File: config.mk
export PLATFORM = sky130hd
export DESIGN_NAME = qspim_top
export DESIGN_NICKNAME = d
export VERILOG_FILES = /design/src/hw/qspim_reg_pkg.sv /design/src/hw/qspim_spi_pkg.sv /design/src/hw/qspim_fifo.sv /design/src/hw/qspim_regs.sv /design/src/hw/qspim_ctrl.sv /design/src/hw/qspim_top.sv
export SDC_FILE = /design/constraint.sdc
export NUM_CORES = 1
export LEC_CHECK = 0
export ABC_AREA = 1
export BUFFER_PORTS_ARGS = -buffer_cell sky130_fd_sc_hd__buf_2
export CORE_MARGIN = 4
export CORE_UTILIZATION = 58
export CTS_BUF_LIST = sky130_fd_sc_hd__clkbuf_2 sky130_fd_sc_hd__clkbuf_4 sky130_fd_sc_hd__clkbuf_8
export CTS_CLUSTER_SIZE = 25
export DETAILED_ROUTE_END_ITERATION = 16
export PLACE_DENSITY = 0.79
export SLEW_MARGIN = 20
export SYNTH_ARGS = -nofsm -noshare
export SYNTH_HDL_FRONTEND = slang
export SYNTH_HIERARCHICAL = 1
export SYNTH_SLANG_ARGS = --single-unit
export TNS_END_PERCENT = 30
File: constraint.sdc
create_clock -name mclk -period 3.8 [get_ports mclk]
set_clock_uncertainty 0.2 [all_clocks]
set_input_delay 0.38 -clock mclk [delete_from_list [all_inputs] [get_ports mclk]]
set_output_delay 0.38 -clock mclk [all_outputs]
set_load 0.01 [all_outputs]
File: src/hw/qspim_reg_pkg.sv
/*
 * Serial flash master, bus-side definitions
 * Register map, bus widths and configuration types
 */
package qspim_reg_pkg;

    typedef logic [31:0] wb_data_t;   // Bus data word
    typedef logic [3:0]  reg_idx_t;   // Address bits 5:2
    typedef logic [7:0]  clk_div_t;   // Serial clock divider
    typedef logic [3:0]  cs_sel_t;    // One enable per flash

    // ------------------------------------------------------------
    // Register indices
    // ------------------------------------------------------------
    localparam reg_idx_t REG_GLBL_CFG = 4'd0;  // Div 7:0, cs 11:8
    localparam reg_idx_t REG_ADDR     = 4'd1;  // 24-bit flash address
    localparam reg_idx_t REG_CMD      = 4'd2;  // Push header
    localparam reg_idx_t REG_WDATA    = 4'd3;  // Push data word
    localparam reg_idx_t REG_RDATA    = 4'd4;  // Pop response word
    localparam reg_idx_t REG_STATUS   = 4'd5;  // Read only

    localparam clk_div_t CLK_DIV_RST = 8'd1;
    localparam cs_sel_t  CS_SEL_RST  = 4'b0001;

    // STATUS bit positions
    localparam int STAT_BUSY      = 0;
    localparam int STAT_CMD_FULL  = 1;
    localparam int STAT_CMD_EMPTY = 2;
    localparam int STAT_RES_EMPTY = 3;

endpackage

File: src/hw/qspim_spi_pkg.sv
/*
 * Serial flash master, SPI-side definitions
 * Command entry layout, FIFO depths and sequencer states
 */
package qspim_spi_pkg;

    typedef logic [7:0]  spi_byte_t;
    typedef logic [23:0] flash_addr_t;
    typedef logic [1:0]  addr_cnt_t;    // 0 to 3 address bytes
    typedef logic [3:0]  byte_cnt_t;    // 0 to 15 data bytes
    typedef logic [39:0] cmd_entry_t;   // One command FIFO entry

    // ------------------------------------------------------------
    // Entry fields, header unless noted
    // ------------------------------------------------------------
    localparam int ENT_TAG      = 39;   // 1 header, 0 data
    localparam int ENT_OPC_LSB  = 31;   // Opcode 38:31
    localparam int ENT_ADDR_LSB = 7;    // Address 30:7
    localparam int ENT_ACNT_LSB = 5;    // Address count 6:5
    localparam int ENT_DIR      = 4;    // 1 read
    localparam int ENT_BCNT_LSB = 0;    // Byte count 3:0
    // Data entry keeps its word in 31:0

    localparam int CMD_FIFO_DEPTH = 4;
    localparam int RES_FIFO_DEPTH = 8;

    typedef enum logic [2:0] {
        ST_IDLE, ST_OPCODE, ST_ADDR, ST_WRITE, ST_READ, ST_STALL, ST_END
    } ctrl_state_t;

endpackage

File: src/hw/qspim_fifo.sv
/*
 * Synchronous FIFO, first-word-fall-through read data
 * Circular buffer with occupancy count
 */
`timescale 1ns/100ps

module qspim_fifo #(
    parameter int W     = 32,
    parameter int DEPTH = 4
) (
    input  logic         mclk,
    input  logic         rst_n_i,
    input  logic         wr_en_i,
    input  logic [W-1:0] wr_data_i,
    input  logic         rd_en_i,
    output logic [W-1:0] rd_data_o,
    output logic         full_o,
    output logic         empty_o
);

    localparam int AW = (DEPTH > 1) ? $clog2(DEPTH) : 1;

    logic [W-1:0]  mem [DEPTH];
    logic [AW-1:0] wr_ptr;
    logic [AW-1:0] rd_ptr;
    logic [AW:0]   count;   // Entries held

    // Pointers and count
    always_ff @(posedge mclk) begin
        if (!rst_n_i) begin
            wr_ptr <= '0;
            rd_ptr <= '0;
            count  <= '0;
        end else begin
            if (wr_en_i)
                wr_ptr <= (wr_ptr == AW'(DEPTH - 1)) ? '0 : wr_ptr + 1'b1;
            if (rd_en_i)
                rd_ptr <= (rd_ptr == AW'(DEPTH - 1)) ? '0 : rd_ptr + 1'b1;
            case ({wr_en_i, rd_en_i})
                2'b10:   count <= count + 1'b1;
                2'b01:   count <= count - 1'b1;
                default: ;  // Both or neither, no change
            endcase
        end
    end

    // Storage
    always_ff @(posedge mclk) begin
        if (wr_en_i)
            mem[wr_ptr] <= wr_data_i;
    end

    assign rd_data_o = mem[rd_ptr];             // Head word, no pop needed
    assign full_o    = (count == (AW + 1)'(DEPTH));
    assign empty_o   = (count == '0);

    // Producer and consumer must honour the flags
    a_no_overflow: assert property (@(posedge mclk) disable iff (!rst_n_i)
        !(wr_en_i && full_o));
    a_no_underflow: assert property (@(posedge mclk) disable iff (!rst_n_i)
        !(rd_en_i && empty_o));

endmodule

File: src/hw/qspim_regs.sv
/*
 * Host register block
 * Decodes the bus, holds configuration, feeds the command FIFO
 * and drains the response FIFO with back-pressure on ack
 */
`timescale 1ns/100ps

module qspim_regs (
    input  logic                       mclk,
    input  logic                       rst_n_i,
    // Host bus
    input  logic                       wbd_stb_i,
    input  qspim_reg_pkg::wb_data_t    wbd_adr_i,
    input  logic                       wbd_we_i,
    input  qspim_reg_pkg::wb_data_t    wbd_dat_i,
    input  logic [3:0]                 wbd_sel_i,
    output qspim_reg_pkg::wb_data_t    wbd_dat_o,
    output logic                       wbd_ack_o,
    output logic                       wbd_err_o,
    // Command FIFO
    output logic                       cmd_wr_o,
    output qspim_spi_pkg::cmd_entry_t  cmd_wdata_o,
    input  logic                       cmd_full_i,
    input  logic                       cmd_empty_i,
    // Response FIFO
    output logic                       res_rd_o,
    input  qspim_reg_pkg::wb_data_t    res_rdata_i,
    input  logic                       res_empty_i,
    // Sequencer
    input  logic                       ctrl_busy_i,
    output qspim_reg_pkg::clk_div_t    clk_div_o,
    output qspim_reg_pkg::cs_sel_t     cs_sel_o
);

    qspim_reg_pkg::reg_idx_t     idx;
    logic                        acc_rdy;    // Target can take the access now
    logic                        acc_go;     // Access completes this edge
    logic                        push_cmd;
    qspim_spi_pkg::flash_addr_t  addr_q;     // ADDR register
    qspim_reg_pkg::wb_data_t     status;
    qspim_reg_pkg::wb_data_t     rd_mux;

    assign idx = wbd_adr_i[5:2];

    // ------------------------------------------------------------
    // Access decode and back-pressure
    // ------------------------------------------------------------
    always_comb begin
        case (idx)
            qspim_reg_pkg::REG_CMD,
            qspim_reg_pkg::REG_WDATA: acc_rdy = !wbd_we_i || !cmd_full_i;
            qspim_reg_pkg::REG_RDATA: acc_rdy = wbd_we_i || !res_empty_i;
            default:                  acc_rdy = 1'b1;
        endcase
    end

    // No second access while ack is out and stb is still held
    assign acc_go   = wbd_stb_i && !wbd_ack_o && acc_rdy;
    assign push_cmd = acc_go && wbd_we_i &&
                      (idx == qspim_reg_pkg::REG_CMD || idx == qspim_reg_pkg::REG_WDATA);
    assign cmd_wr_o = push_cmd;
    assign res_rd_o = acc_go && !wbd_we_i && (idx == qspim_reg_pkg::REG_RDATA);

    // Header or data entry
    always_comb begin
        cmd_wdata_o = '0;
        if (idx == qspim_reg_pkg::REG_CMD) begin
            cmd_wdata_o[qspim_spi_pkg::ENT_TAG]           = 1'b1;
            cmd_wdata_o[qspim_spi_pkg::ENT_OPC_LSB +: 8]  = wbd_dat_i[7:0];
            cmd_wdata_o[qspim_spi_pkg::ENT_ADDR_LSB +: 24] = addr_q;
            cmd_wdata_o[qspim_spi_pkg::ENT_ACNT_LSB +: 2] = wbd_dat_i[9:8];
            cmd_wdata_o[qspim_spi_pkg::ENT_DIR]           = wbd_dat_i[10];
            cmd_wdata_o[qspim_spi_pkg::ENT_BCNT_LSB +: 4] = wbd_dat_i[15:12];
        end else begin
            cmd_wdata_o[31:0] = wbd_dat_i;  // Tag stays 0
        end
    end

    // ------------------------------------------------------------
    // Configuration registers with byte enables
    // ------------------------------------------------------------
    always_ff @(posedge mclk) begin
        if (!rst_n_i) begin
            clk_div_o <= qspim_reg_pkg::CLK_DIV_RST;
            cs_sel_o  <= qspim_reg_pkg::CS_SEL_RST;
            addr_q    <= '0;
        end else if (acc_go && wbd_we_i) begin
            if (idx == qspim_reg_pkg::REG_GLBL_CFG) begin
                if (wbd_sel_i[0]) clk_div_o <= wbd_dat_i[7:0];
                if (wbd_sel_i[1]) cs_sel_o  <= wbd_dat_i[11:8];
            end
            if (idx == qspim_reg_pkg::REG_ADDR) begin
                if (wbd_sel_i[0]) addr_q[7:0]   <= wbd_dat_i[7:0];
                if (wbd_sel_i[1]) addr_q[15:8]  <= wbd_dat_i[15:8];
                if (wbd_sel_i[2]) addr_q[23:16] <= wbd_dat_i[23:16];
            end
        end
    end

    // One-cycle ack and error pulses
    always_ff @(posedge mclk) begin
        if (!rst_n_i) begin
            wbd_ack_o <= 1'b0;
            wbd_err_o <= 1'b0;
        end else begin
            wbd_ack_o <= acc_go;
            wbd_err_o <= acc_go && (idx > qspim_reg_pkg::REG_STATUS);  // Unmapped
        end
    end

    // ------------------------------------------------------------
    // Read data
    // ------------------------------------------------------------
    always_comb begin
        status = '0;
        status[qspim_reg_pkg::STAT_BUSY]      = ctrl_busy_i;
        status[qspim_reg_pkg::STAT_CMD_FULL]  = cmd_full_i;
        status[qspim_reg_pkg::STAT_CMD_EMPTY] = cmd_empty_i;
        status[qspim_reg_pkg::STAT_RES_EMPTY] = res_empty_i;
    end

    always_comb begin
        case (idx)
            qspim_reg_pkg::REG_GLBL_CFG: rd_mux = {20'b0, cs_sel_o, clk_div_o};
            qspim_reg_pkg::REG_ADDR:     rd_mux = {8'b0, addr_q};
            qspim_reg_pkg::REG_RDATA:    rd_mux = res_rdata_i;  // FIFO head
            qspim_reg_pkg::REG_STATUS:   rd_mux = status;
            default:                     rd_mux = '0;
        endcase
    end

    always_ff @(posedge mclk) begin
        if (acc_go && !wbd_we_i)
            wbd_dat_o <= rd_mux;
    end

    // A waiting access stays on the bus unchanged until its ack
    a_stb_hold: assert property (@(posedge mclk) disable iff (!rst_n_i)
        (wbd_stb_i && !wbd_ack_o) |=> (wbd_stb_i && $stable(wbd_adr_i) && $stable(wbd_we_i)));

endmodule

File: src/hw/qspim_ctrl.sv
/*
 * SPI frame sequencer, mode 0, MSB first, single data line
 * Opcode, address and data phases with FIFO stall handling
 */
`timescale 1ns/100ps

module qspim_ctrl (
    input  logic                       mclk,
    input  logic                       rst_n_i,
    input  qspim_reg_pkg::clk_div_t    clk_div_i,
    input  qspim_reg_pkg::cs_sel_t     cs_sel_i,
    // Command FIFO
    output logic                       cmd_rd_o,
    input  qspim_spi_pkg::cmd_entry_t  cmd_rdata_i,
    input  logic                       cmd_empty_i,
    // Response FIFO
    output logic                       res_wr_o,
    output qspim_reg_pkg::wb_data_t    res_wdata_o,
    input  logic                       res_full_i,
    // Status
    output logic                       ctrl_busy_o,
    // Serial lines
    output logic                       spi_clk_o,
    output logic [3:0]                 spi_csn_o,
    output logic                       spi_sdo_o,
    input  logic                       spi_sdi_i
);

    qspim_spi_pkg::ctrl_state_t  state;
    qspim_reg_pkg::clk_div_t     hcnt;      // Half-period counter
    logic [2:0]                  bit_cnt;
    qspim_spi_pkg::spi_byte_t    sh;        // Shift register
    logic                        sdi_q;     // Bit sampled on rising edge
    qspim_spi_pkg::flash_addr_t  addr_sh;   // Address, next byte on top
    qspim_spi_pkg::addr_cnt_t    acnt;      // Address bytes left
    qspim_spi_pkg::byte_cnt_t    dcnt;      // Data bytes left
    logic                        dir;       // 1 read
    logic [1:0]                  bidx;      // Byte in word, current byte
    qspim_reg_pkg::wb_data_t     word;      // Word being sent or built

    qspim_spi_pkg::spi_byte_t    hdr_opc;
    qspim_spi_pkg::flash_addr_t  hdr_addr;
    qspim_spi_pkg::addr_cnt_t    hdr_acnt;
    qspim_spi_pkg::byte_cnt_t    hdr_bcnt;

    logic       shifting, tick, fall, byte_end;
    logic       sel, addr_go, dat_ok, dat_go;
    logic [1:0] nb;                         // Index of the next data byte

    // Header fields at the FIFO head
    assign hdr_opc  = cmd_rdata_i[qspim_spi_pkg::ENT_OPC_LSB +: 8];
    assign hdr_addr = cmd_rdata_i[qspim_spi_pkg::ENT_ADDR_LSB +: 24];
    assign hdr_acnt = cmd_rdata_i[qspim_spi_pkg::ENT_ACNT_LSB +: 2];
    assign hdr_bcnt = cmd_rdata_i[qspim_spi_pkg::ENT_BCNT_LSB +: 4];

    // ------------------------------------------------------------
    // Byte scheduling
    // ------------------------------------------------------------
    assign shifting = (state == qspim_spi_pkg::ST_OPCODE) || (state == qspim_spi_pkg::ST_ADDR) ||
                      (state == qspim_spi_pkg::ST_WRITE)  || (state == qspim_spi_pkg::ST_READ);
    assign tick     = (hcnt == clk_div_i);
    assign fall     = tick && spi_clk_o;
    assign byte_end = shifting && fall && (bit_cnt == 3'd7);

    // Next byte is chosen at a byte end or while stalled
    assign sel     = byte_end || (state == qspim_spi_pkg::ST_STALL);
    assign nb      = bidx + 2'd1;
    assign dat_ok  = dir ? !(res_full_i && (nb == 2'd3 || dcnt == 4'd1))  // Word completes
                         : !(nb == 2'd0 && cmd_empty_i);                 // New word needed
    assign addr_go = sel && (acnt != '0);
    assign dat_go  = sel && (acnt == '0) && (dcnt != '0) && dat_ok;

    // Pop a header when idle, a data word when the write needs one
    assign cmd_rd_o = ((state == qspim_spi_pkg::ST_IDLE) && !cmd_empty_i) ||
                      (dat_go && !dir && nb == 2'd0);

    // Received byte merged into the word, upper bytes zero on a new word
    always_comb begin
        res_wdata_o = (bidx == 2'd0) ? '0 : word;
        res_wdata_o[{bidx, 3'b000} +: 8] = {sh[6:0], sdi_q};
    end

    assign res_wr_o  = (state == qspim_spi_pkg::ST_READ) && byte_end &&
                       (bidx == 2'd3 || dcnt == '0);
    assign spi_sdo_o = sh[7];

    // ------------------------------------------------------------
    // Control state
    // ------------------------------------------------------------
    always_ff @(posedge mclk) begin
        if (!rst_n_i) begin
            state       <= qspim_spi_pkg::ST_IDLE;
            hcnt        <= '0;
            bit_cnt     <= '0;
            spi_clk_o   <= 1'b0;
            spi_csn_o   <= '1;
            ctrl_busy_o <= 1'b0;
        end else begin
            // Counter only runs while a half period is being timed
            if (state == qspim_spi_pkg::ST_IDLE || state == qspim_spi_pkg::ST_STALL || tick)
                hcnt <= '0;
            else
                hcnt <= hcnt + 1'b1;

            case (state)
                qspim_spi_pkg::ST_IDLE: begin
                    if (!cmd_empty_i && cmd_rdata_i[qspim_spi_pkg::ENT_TAG]) begin
                        state       <= qspim_spi_pkg::ST_OPCODE;
                        bit_cnt     <= '0;
                        spi_csn_o   <= ~cs_sel_i;   // Half period before first clock
                        ctrl_busy_o <= 1'b1;
                    end
                end
                qspim_spi_pkg::ST_STALL: begin
                    if (dat_go)
                        state <= dir ? qspim_spi_pkg::ST_READ : qspim_spi_pkg::ST_WRITE;
                end
                qspim_spi_pkg::ST_END: begin
                    if (tick) begin                     // Half period after last clock
                        state       <= qspim_spi_pkg::ST_IDLE;
                        spi_csn_o   <= '1;
                        ctrl_busy_o <= 1'b0;
                    end
                end
                default: begin
                    if (tick)
                        spi_clk_o <= !spi_clk_o;
                    if (fall)
                        bit_cnt <= bit_cnt + 1'b1;      // Wraps to 0 after bit 7
                    if (byte_end) begin
                        if (acnt != '0)
                            state <= qspim_spi_pkg::ST_ADDR;
                        else if (dcnt == '0)
                            state <= qspim_spi_pkg::ST_END;
                        else if (dat_ok)
                            state <= dir ? qspim_spi_pkg::ST_READ : qspim_spi_pkg::ST_WRITE;
                        else
                            state <= qspim_spi_pkg::ST_STALL;   // Clock low, CS held
                    end
                end
            endcase
        end
    end

    // ------------------------------------------------------------
    // Data path
    // ------------------------------------------------------------
    always_ff @(posedge mclk) begin
        if (state == qspim_spi_pkg::ST_IDLE) begin
            sh      <= hdr_opc;
            addr_sh <= hdr_addr << {2'd3 - hdr_acnt, 3'b000};   // Drop unsent high bytes
            acnt    <= hdr_acnt;
            dcnt    <= hdr_bcnt;
            dir     <= cmd_rdata_i[qspim_spi_pkg::ENT_DIR];
            bidx    <= 2'd3;                                    // First data byte is 0
        end else begin
            if (shifting && tick && !spi_clk_o)
                sdi_q <= spi_sdi_i;                             // Rising edge sample
            if (shifting && fall)
                sh <= {sh[6:0], sdi_q};
            if (addr_go) begin
                sh      <= addr_sh[23:16];
                addr_sh <= {addr_sh[15:0], 8'h00};
                acnt    <= acnt - 1'b1;
            end
            if (dat_go) begin
                bidx <= nb;
                dcnt <= dcnt - 1'b1;
                if (!dir && nb == 2'd0) begin
                    word <= cmd_rdata_i[31:0];
                    sh   <= cmd_rdata_i[7:0];                   // Lowest byte first
                end else if (!dir) begin
                    sh <= word[{nb, 3'b000} +: 8];
                end
            end
            if (state == qspim_spi_pkg::ST_READ && byte_end)
                word <= res_wdata_o;
        end
    end

    // Chip select only asserted inside a frame
    a_csn_idle: assert property (@(posedge mclk) disable iff (!rst_n_i)
        (state == qspim_spi_pkg::ST_IDLE) |-> (spi_csn_o == '1));

endmodule

File: src/hw/qspim_top.sv
/*
 * Serial flash master top level
 * Register block, command and response FIFOs, frame sequencer
 */
`timescale 1ns/100ps

module qspim_top (
    input  logic                     mclk,
    input  logic                     rst_n_i,
    // Host bus
    input  logic                     wbd_stb_i,
    input  qspim_reg_pkg::wb_data_t  wbd_adr_i,
    input  logic                     wbd_we_i,
    input  qspim_reg_pkg::wb_data_t  wbd_dat_i,
    input  logic [3:0]               wbd_sel_i,
    output qspim_reg_pkg::wb_data_t  wbd_dat_o,
    output logic                     wbd_ack_o,
    output logic                     wbd_err_o,
    // Flash pins
    output logic                     spi_clk_o,
    output logic [3:0]               spi_csn_o,
    output logic                     spi_sdo_o,
    input  logic                     spi_sdi_i
);

    // Command path
    logic                        cmd_wr, cmd_rd, cmd_full, cmd_empty;
    qspim_spi_pkg::cmd_entry_t   cmd_wdata, cmd_rdata;
    // Response path
    logic                        res_wr, res_rd, res_full, res_empty;
    qspim_reg_pkg::wb_data_t     res_wdata, res_rdata;
    // Configuration and status
    qspim_reg_pkg::clk_div_t     clk_div;
    qspim_reg_pkg::cs_sel_t      cs_sel;
    logic                        ctrl_busy;

    qspim_regs u_regs (
        .mclk        (mclk),        .rst_n_i     (rst_n_i),
        .wbd_stb_i   (wbd_stb_i),   .wbd_adr_i   (wbd_adr_i),
        .wbd_we_i    (wbd_we_i),    .wbd_dat_i   (wbd_dat_i),
        .wbd_sel_i   (wbd_sel_i),   .wbd_dat_o   (wbd_dat_o),
        .wbd_ack_o   (wbd_ack_o),   .wbd_err_o   (wbd_err_o),
        .cmd_wr_o    (cmd_wr),      .cmd_wdata_o (cmd_wdata),
        .cmd_full_i  (cmd_full),    .cmd_empty_i (cmd_empty),
        .res_rd_o    (res_rd),      .res_rdata_i (res_rdata),
        .res_empty_i (res_empty),   .ctrl_busy_i (ctrl_busy),
        .clk_div_o   (clk_div),     .cs_sel_o    (cs_sel)
    );

    qspim_fifo #(.W(40), .DEPTH(qspim_spi_pkg::CMD_FIFO_DEPTH)) u_cmd_fifo (
        .mclk (mclk), .rst_n_i (rst_n_i),
        .wr_en_i (cmd_wr), .wr_data_i (cmd_wdata),
        .rd_en_i (cmd_rd), .rd_data_o (cmd_rdata),
        .full_o (cmd_full), .empty_o (cmd_empty)
    );

    qspim_fifo #(.W(32), .DEPTH(qspim_spi_pkg::RES_FIFO_DEPTH)) u_res_fifo (
        .mclk (mclk), .rst_n_i (rst_n_i),
        .wr_en_i (res_wr), .wr_data_i (res_wdata),
        .rd_en_i (res_rd), .rd_data_o (res_rdata),
        .full_o (res_full), .empty_o (res_empty)
    );

    qspim_ctrl u_ctrl (
        .mclk        (mclk),        .rst_n_i     (rst_n_i),
        .clk_div_i   (clk_div),     .cs_sel_i    (cs_sel),
        .cmd_rd_o    (cmd_rd),      .cmd_rdata_i (cmd_rdata),
        .cmd_empty_i (cmd_empty),   .res_wr_o    (res_wr),
        .res_wdata_o (res_wdata),   .res_full_i  (res_full),
        .ctrl_busy_o (ctrl_busy),   .spi_clk_o   (spi_clk_o),
        .spi_csn_o   (spi_csn_o),   .spi_sdo_o   (spi_sdo_o),
        .spi_sdi_i   (spi_sdi_i)
    );

endmodule

# Yosys cells after proc, flatten, opt, wreduce, memory -nomap -nowiden
# Memory sizes are Yosys's and may differ from the RTL's. A register that Yosys moved wholly into a read port is not among the register bits.
# Index checks and enable logic that the tools add are counted.
# Widths: inputs -> output; s select.
# op_classes
order_cmp	1
bitwise	5
mux	54
add_sub_neg	15
div_mod_pow	0
mul	0
eq_ne	29
shifts	4
n_reduce_logical	80
# ops
operator	count
$mux 32	5
$pmux 32 s4	1
$mux 8	7
$mux 24	2
$mux 3	14
$bwmux 32	1
$shift 8x7->32 const A	1
$shiftx 32x6->8	1
$shiftx 8x7->32	1
$logic_and 1x1->1	25
$reduce_and 3->1	8
$shl 24x5->24	1
$eq 3x3->1 const B	7
$reduce_bool 2->1	9
$mux 4	4
$pmux 4 s2	2
$add 3x1->3 const B	4
$eq 2x2->1 const B	6
$logic_not 4->1	3
$logic_or 1x1->1	12
$mux 2	6
$pmux 3 s2	2
$logic_not 1->1	9
$pmux 3 s3	1
30 further kinds	56
# totals
rom_bits	0
output_inout_bits	40
inputBits	73
latch_bits	0
mem_bits_rw	416
mem_count	2
reg_bits	181
word_cells	218
# memory_table
name	depth	word_bits	read_ports	rd_clocked_by_memory_dff	wr	line_no	rtl
u_res_fifo.mem	8	32	1	1	1	qspim_fifo.sv:23	logic [W-1:0] mem [DEPTH];
u_cmd_fifo.mem	4	40	1	1	1	qspim_fifo.sv:23	

# Longest topological paths before layout
# logic_depth
ltp_word	15
ltp_mapped	22

# Hierarchy
# Netlist, hierarchy kept.
# by_module_without_submodules
module	seq_area_each_um2	instances	area_per_inst_um2	cells_per_inst
qspim_fifo at u_res_fifo	7947.6	1	10626.4	810
qspim_fifo at u_cmd_fifo	4984.8	1	6513.7	447
qspim_ctrl	2522.4	1	5858.1	775
qspim_regs	1721.7	1	3613.5	471

# Least setup slack after synthesis
# Ideal clock, no wire load.
# synth_timing
kind	flip-flop to flip-flop
from	register u_ctrl.state[0]
to	memory u_res_fifo.mem[0][0], enable pin
t_arrival_ps	3348
path_stages_with_launch	11
slack_ps	-169
setup_time_ps	421
t_required_ps	3179
cell_sequence	dfxtp_1 nor2_4 xnor2_4 nand4_4 nand3b_4 buf_6 clkbuf_1 a21oi_1 inv_1 or2_2 nor2_1
# synth_via
elab_chain_len	10
word_cells_on_any_way	13
cone_classes	eq/ne: 4; mux: 2; reduce/logical: 7
# synth_rtl
element	line_no	rtl
start: declaration	qspim_ctrl.sv:29	qspim_spi_pkg::ctrl_state_t state;
start signal: assignment	qspim_ctrl.sv:92	state <= qspim_spi_pkg::ST_IDLE;
start signal: assignment	qspim_ctrl.sv:108	state <= qspim_spi_pkg::ST_OPCODE;
start signal: assignment	qspim_ctrl.sv:116	state <= dir ? qspim_spi_pkg::ST_READ : qspim_spi_pkg::ST_WRITE;
$eq 3x1->1 or $eq 3x2->1 (tied branches)	qspim_ctrl.sv:59	assign shifting = (state == qspim_spi_pkg::ST_OPCODE) || (state == qspim_spi_pkg::ST_ADDR) ||
$logic_or 1x1->1 (2 in a row)	qspim_ctrl.sv:59	
$logic_or 1x1->1	qspim_ctrl.sv:60	(state == qspim_spi_pkg::ST_WRITE) || (state == qspim_spi_pkg::ST_READ);
$logic_and 1x1->1 (2 in a row)	qspim_ctrl.sv:63	assign byte_end = shifting && fall && (bit_cnt == 3'd7);
$logic_and 1x1->1 * (2 in a row)	qspim_ctrl.sv:83	assign res_wr_o = (state == qspim_spi_pkg::ST_READ) && byte_end &&
net res_wr	qspim_top.sv:30	logic res_wr, res_rd, res_full, res_empty;
$mux 1 *	qspim_fifo.sv:49	if (wr_en_i)
$mux 1 (implied by the code) *	qspim_fifo.sv:50	mem[wr_ptr] <= wr_data_i;
end: declaration	qspim_fifo.sv:23	
# The timed path passes the listed nets; every way through them passes the cells marked *.

# Worst setup path in the final report
# layout_timing
from	register u_ctrl.acnt[0]
to	register u_cmd_fifo.count[2]
# layout_via
elab_chain_len	9
word_cells_on_any_way	11
cone_classes	eq/ne: 2; mux: 1; reduce/logical: 8
# layout_rtl
element	line_no	rtl
start: declaration	qspim_ctrl.sv:35	qspim_spi_pkg::addr_cnt_t acnt;
start signal: assignment	qspim_ctrl.sv:152	acnt <= hdr_acnt;
start signal: assignment	qspim_ctrl.sv:164	acnt <= acnt - 1'b1;
$logic_not 2->1 *	qspim_ctrl.sv:71	assign dat_go = sel && (acnt == '0) && (dcnt != '0) && dat_ok;
$logic_and 1x1->1 * (3 in a row)	qspim_ctrl.sv:71	
$logic_and 1x1->1 * (2 in a row)	qspim_ctrl.sv:75	(dat_go && !dir && nb == 2'd0);
$logic_or 1x1->1 *	qspim_ctrl.sv:74	assign cmd_rd_o = ((state == qspim_spi_pkg::ST_IDLE) && !cmd_empty_i) ||
net cmd_rd	qspim_top.sv:27	logic cmd_wr, cmd_rd, cmd_full, cmd_empty;
$eq 2x1->1 or $eq 2x2->1 (tied branches)	qspim_fifo.sv:39	case ({wr_en_i, rd_en_i})
$pmux 3 s2 or $reduce_bool 2->1 (tied branches)	n/a	
end signal: assignment	qspim_fifo.sv:40	2'b10: count <= count + 1'b1;
end signal: assignment	qspim_fifo.sv:41	2'b01: count <= count - 1'b1;
end: declaration	qspim_fifo.sv:26	logic [AW:0] count;
# Marks and branches as above.
# A chain may end at the register's enable or synchronous reset.

==> metrics.md <==
| Metric | Value |
|---|---|
| Status | `finished clean` |
| Clk Latency, worst-skew pair | `around 700 ps` |
| Setup CP Type | `flop to flop` |
| Hold Crit Class | `input port to flop` |
| IO Count | `113` |
| Top Metal Used | `met4` |
| PwrDens | `546 mW/mm2` |
| Rows | `78` |
| CTS sink count | `602` |
| Share of the synthesized area in the top cell type | `0.578` |
| Synth cell types | `58` |
| Reg power frac | `0.484` |
| Global placer's final weighted congestion | `0.929` |
| Worst Path Max Fanout | `9` |
| FFs w/ async S/R, synth | `0` |
| Predominant post-synthesis flop cell | `edfxtp_1` |
| Num CTS Buffers | `95` |
| CP dominant cell by count | `inv_1` |
| Placed wire-length estimate after detailed placement | `45.7 mm` |
| CP Capture Type | `flop` |
| Gr ovfl total | `0` |
| Unrepaired setup endpoints after global routing | `no` |
| Headroom to the max-slew limit | `0.293` |
| CTS resizes | `0` |
| CTS tree | `yes` |
| VDD IR max | `0.479 mV` |
| Clock-pin slew on the worst setup and hold paths | `60 ps` |
| Leak | `about 12 nW` |
| Clock Path Buffers | `3` |
| DRT Pass-1 Iters | `6` |
| Element type at the critical path start | `flop` |
| M1 wire length | `between 20 and 30 mm` |
| Die W | `222 um` |
| Avg Cell Area, Syn | `between 10 and 15 um2` |
| Dpl cells | `roughly 3100` |
| Clock H-tree levels | `3` |
| CP arrival | `between 3000 and 4000 ps` |
| Post-synthesis adder-cell area fraction | `0.0125` |
| Met3 wire len | `6.91 mm` |
| P&R area growth vs syn | `13.1%` |
| Final hold vios | `0` |
| Post-Synth Simple-Gate Area | `0.149` |
| DRT iter0 DRCs | `between 2000 and 3000` |
| First-pass GRT wire length | `109 mm` |
| Synthesis Warnings | `6` |
| Max_cap viols | `0` |
| Max Clock Freq | `between 200 and 300 MHz` |
| Comb pwr share | `0.180` |
| Nets | `2778` |
| Cell taking the most area after synthesis | `edfxtp_1` |
| Vias in the first global route | `19300` |
| Post-layout min period | `3360 ps` |
| Initial antenna violation count | `1` |
| Post-Synth XOR/XNOR Area | `0.00334` |
| Register bit total from synthesis | `around 600` |
| WL per Instance | `21.3 um` |
| Final setup fails | `0` |
| Clk root buf | `clkbuf_8` |
| Fin cells | `about 3400` |
| Synthesized area | `about 0.027 mm2` |
| Post-synthesis compound-gate area fraction | `0.110` |
| Die ar. | `0.0494 mm2` |
| CORE AREA | `0.0454 mm2` |
| Final-report max-slew violation count | `0` |
| GRT Util Overall | `0.285` |
| Syn Nets | `~2600` |
| Die Y | `roughly 220 um` |
| Worst Tran Pin Value | `approximately 1000 ps` |
| Synth Instances | `about 2500` |
| Sequential share of the synthesized area | `0.645` |
| Largest family of logic cells by synthesized area | `simple AND/OR/NAND/NOR gates` |
| WP data required | `roughly 4200 ps` |
| Final worst-path cycle share | `0.884` |
| Initial Utilization | `0.586` |
| ANT nets after route | `0` |
| Sum Neg Setup Slack | `0 ps` |
| Number of remaining DRC errors | `0` |
| Pint | `11.6 mW` |
| Largest net degree at the start of global routing | `81` |
| Post-synth EDFFs | `512` |
| Switching portion of total power | `0.295` |
| Clock share of power | `0.337` |
| DR WL met2 | `around 34 mm` |
| Slowest stage delay, CP | `around 400 ps` |
| Sw power | `around 4.8 mW` |
| Via Count | `a little under 20000` |
| Synth top area cells | `edfxtp_1 58%, dfxtp_1 6.8%, nand2_1 6.4%` |
| Share of cells above drive strength 1 | `0.143` |
| Vias per cell | `roughly 5.9` |
| Slowest CP cell | `fa_1` |
| Multiplexer share of the synthesized area | `0.0186` |
| Critical Path, Cell by Cell | `inv_1 -> ha_1 -> clkinv_1 -> a31oi_1 -> nand2_1 -> clkinv_1 -> nand4_1 -> o21ai_0 -> ha_1 -> inv_1 -> fa_1 -> inv_1 -> nand2_1 -> nand3_1 -> nand2_1 -> inv_1 -> nor2_1` |
| WL final | `a little over 70 mm` |
| PortBufs | `83` |
[metal layers]
layer,track usage,up-vias
met4,0.127,0
met2,0.467,1136
met3,0.0579,200
met1,0.370,9385
met5,0,-
li1,-,8994
[synth_stat cells (6+ instances only)]
cell / number
nand4_1: 12
buf_8: 7
clkbuf_1: 49
dfxtp_1: 90
nor3_1: 12
o221ai_1: 7
o21ai_1: 60
nand3_1: 68
ha_1: 25
buf_6: 13
a21boi_0: 7
edfxtp_1: 512
or2_2: 7
nand2_1: 451
a21oi_1: 72
o21a_1: 6
nor2_1: 349
nor2_2: 19
mux2_4: 8
o22ai_1: 75
inv_1: 210
buf_2: 26
o21ai_0: 283
buf_4: 12
mux2i_1: 33
nor2_4: 7
[cells in the final DEF (no fill, tap or decap), types with 72 or more instances in the layout]
| cell type | netlist | routed |
|---|---|---|
| nor2_1 | 349 | 339 |
| o22ai_1 | 75 | 74 |
| nand2_1 | 451 | 451 |
| inv_1 | 210 | 209 |
| o21ai_0 | 283 | 281 |
| dfxtp_1 | 90 | 87 |
| buf_2 | 26 | 83 |
| clkbuf_8 | 0 | 102 |
| edfxtp_1 | 512 | 512 |
| a21oi_1 | 72 | 72 |
[worst max-delay path: cells and delay by family, from the launching register on]
kind,cells,cell delay (ps)
adder cells (fa/ha/maj),3,840
AND/OR/NAND/NOR,6,650
buffers and inverters,6,620
AO/OA/AOI/OAI,2,600
flip-flops,1,390
[metrics by stage]
step	power [mW]	instance area [um2]	hold slack (ps)	worst slack, ps	util
2_1_floorplan	9.93	26600	240	-169	-
3_3_place_gp	10.8	27600	244	666	0.609
3_5_place_dp	10.9	27600	246	514	0.609
4_1_cts	16.4	30100	5.77	511	0.663
5_1_grt	17.1	30100	23.1	210	0.663
6_report	16.4	30100	39.6	441	0.663
[worst paths after layout]
path	from	to	slack, ps	cells past startpoint
setup reg to reg	u_ctrl/acnt[0]	u_cmd_fifo/count[2]	440	17
hold reg to reg	u_ctrl/bit_cnt[1]	u_ctrl/bit_cnt[1]	280	2
setup / recovery	u_ctrl/acnt[0]	u_cmd_fifo/count[2]	440	17
hold / removal	wbd_dat_i[28]	u_cmd_fifo/mem[2][28]	40	3
[cell type report]
type	count	area, um2
multi-input combinational	1559	7880
sequential	602	17200
fill	3255	15300
clock inverter	38	262
timing repair buffer	201	1510
tap	600	751
inverter	220	838
antenna	1	2.50
clock buffer	136	1660
[power by group through the flow]
| stage | Clock, mW | Combinational, mW | Sequential, mW |
|---|---|---|---|
| floorplan | 0 | 1.95 | 7.98 |
| global placement | 0 | 2.74 | 8.05 |
| detailed placement | 0 | 2.83 | 8.06 |
| CTS | 5.57 | 2.88 | 7.93 |
| global route | 5.92 | 3.23 | 7.96 |
| finish | 5.53 | 2.95 | 7.94 |
[state kept, by name (all words and copies together) (netlist names), 8 cells and up, named ones only]
name and flops:
u_regs/clk_div_o 8, u_cmd_fifo/mem 160, u_ctrl/word 32, u_res_fifo/mem 256
u_ctrl/addr_sh 24, u_ctrl/hcnt 8, u_regs/wbd_dat_o 32, u_ctrl/sh 8
u_regs/addr_q 24
[what timing repair did]
item	CTS	global route
setup buffers	0	0
endpoints found under the setup margin	0	0
hold buffers	54	0
endpoints found under the hold margin	124	0
[kinds of logic (layout without fill, tap and decap cells)]
logic type,count (synthesis),count (layout)
AO/OA/AOI/OAI,537,537
other,0,1
AND/OR/NAND/NOR,943,943
flip-flops,602,602
adder cells (fa/ha/maj),26,26
buffers and inverters,342,595
multiplexers,45,45
XOR/XNOR,8,8
Power figures use the tool's default switching activity.
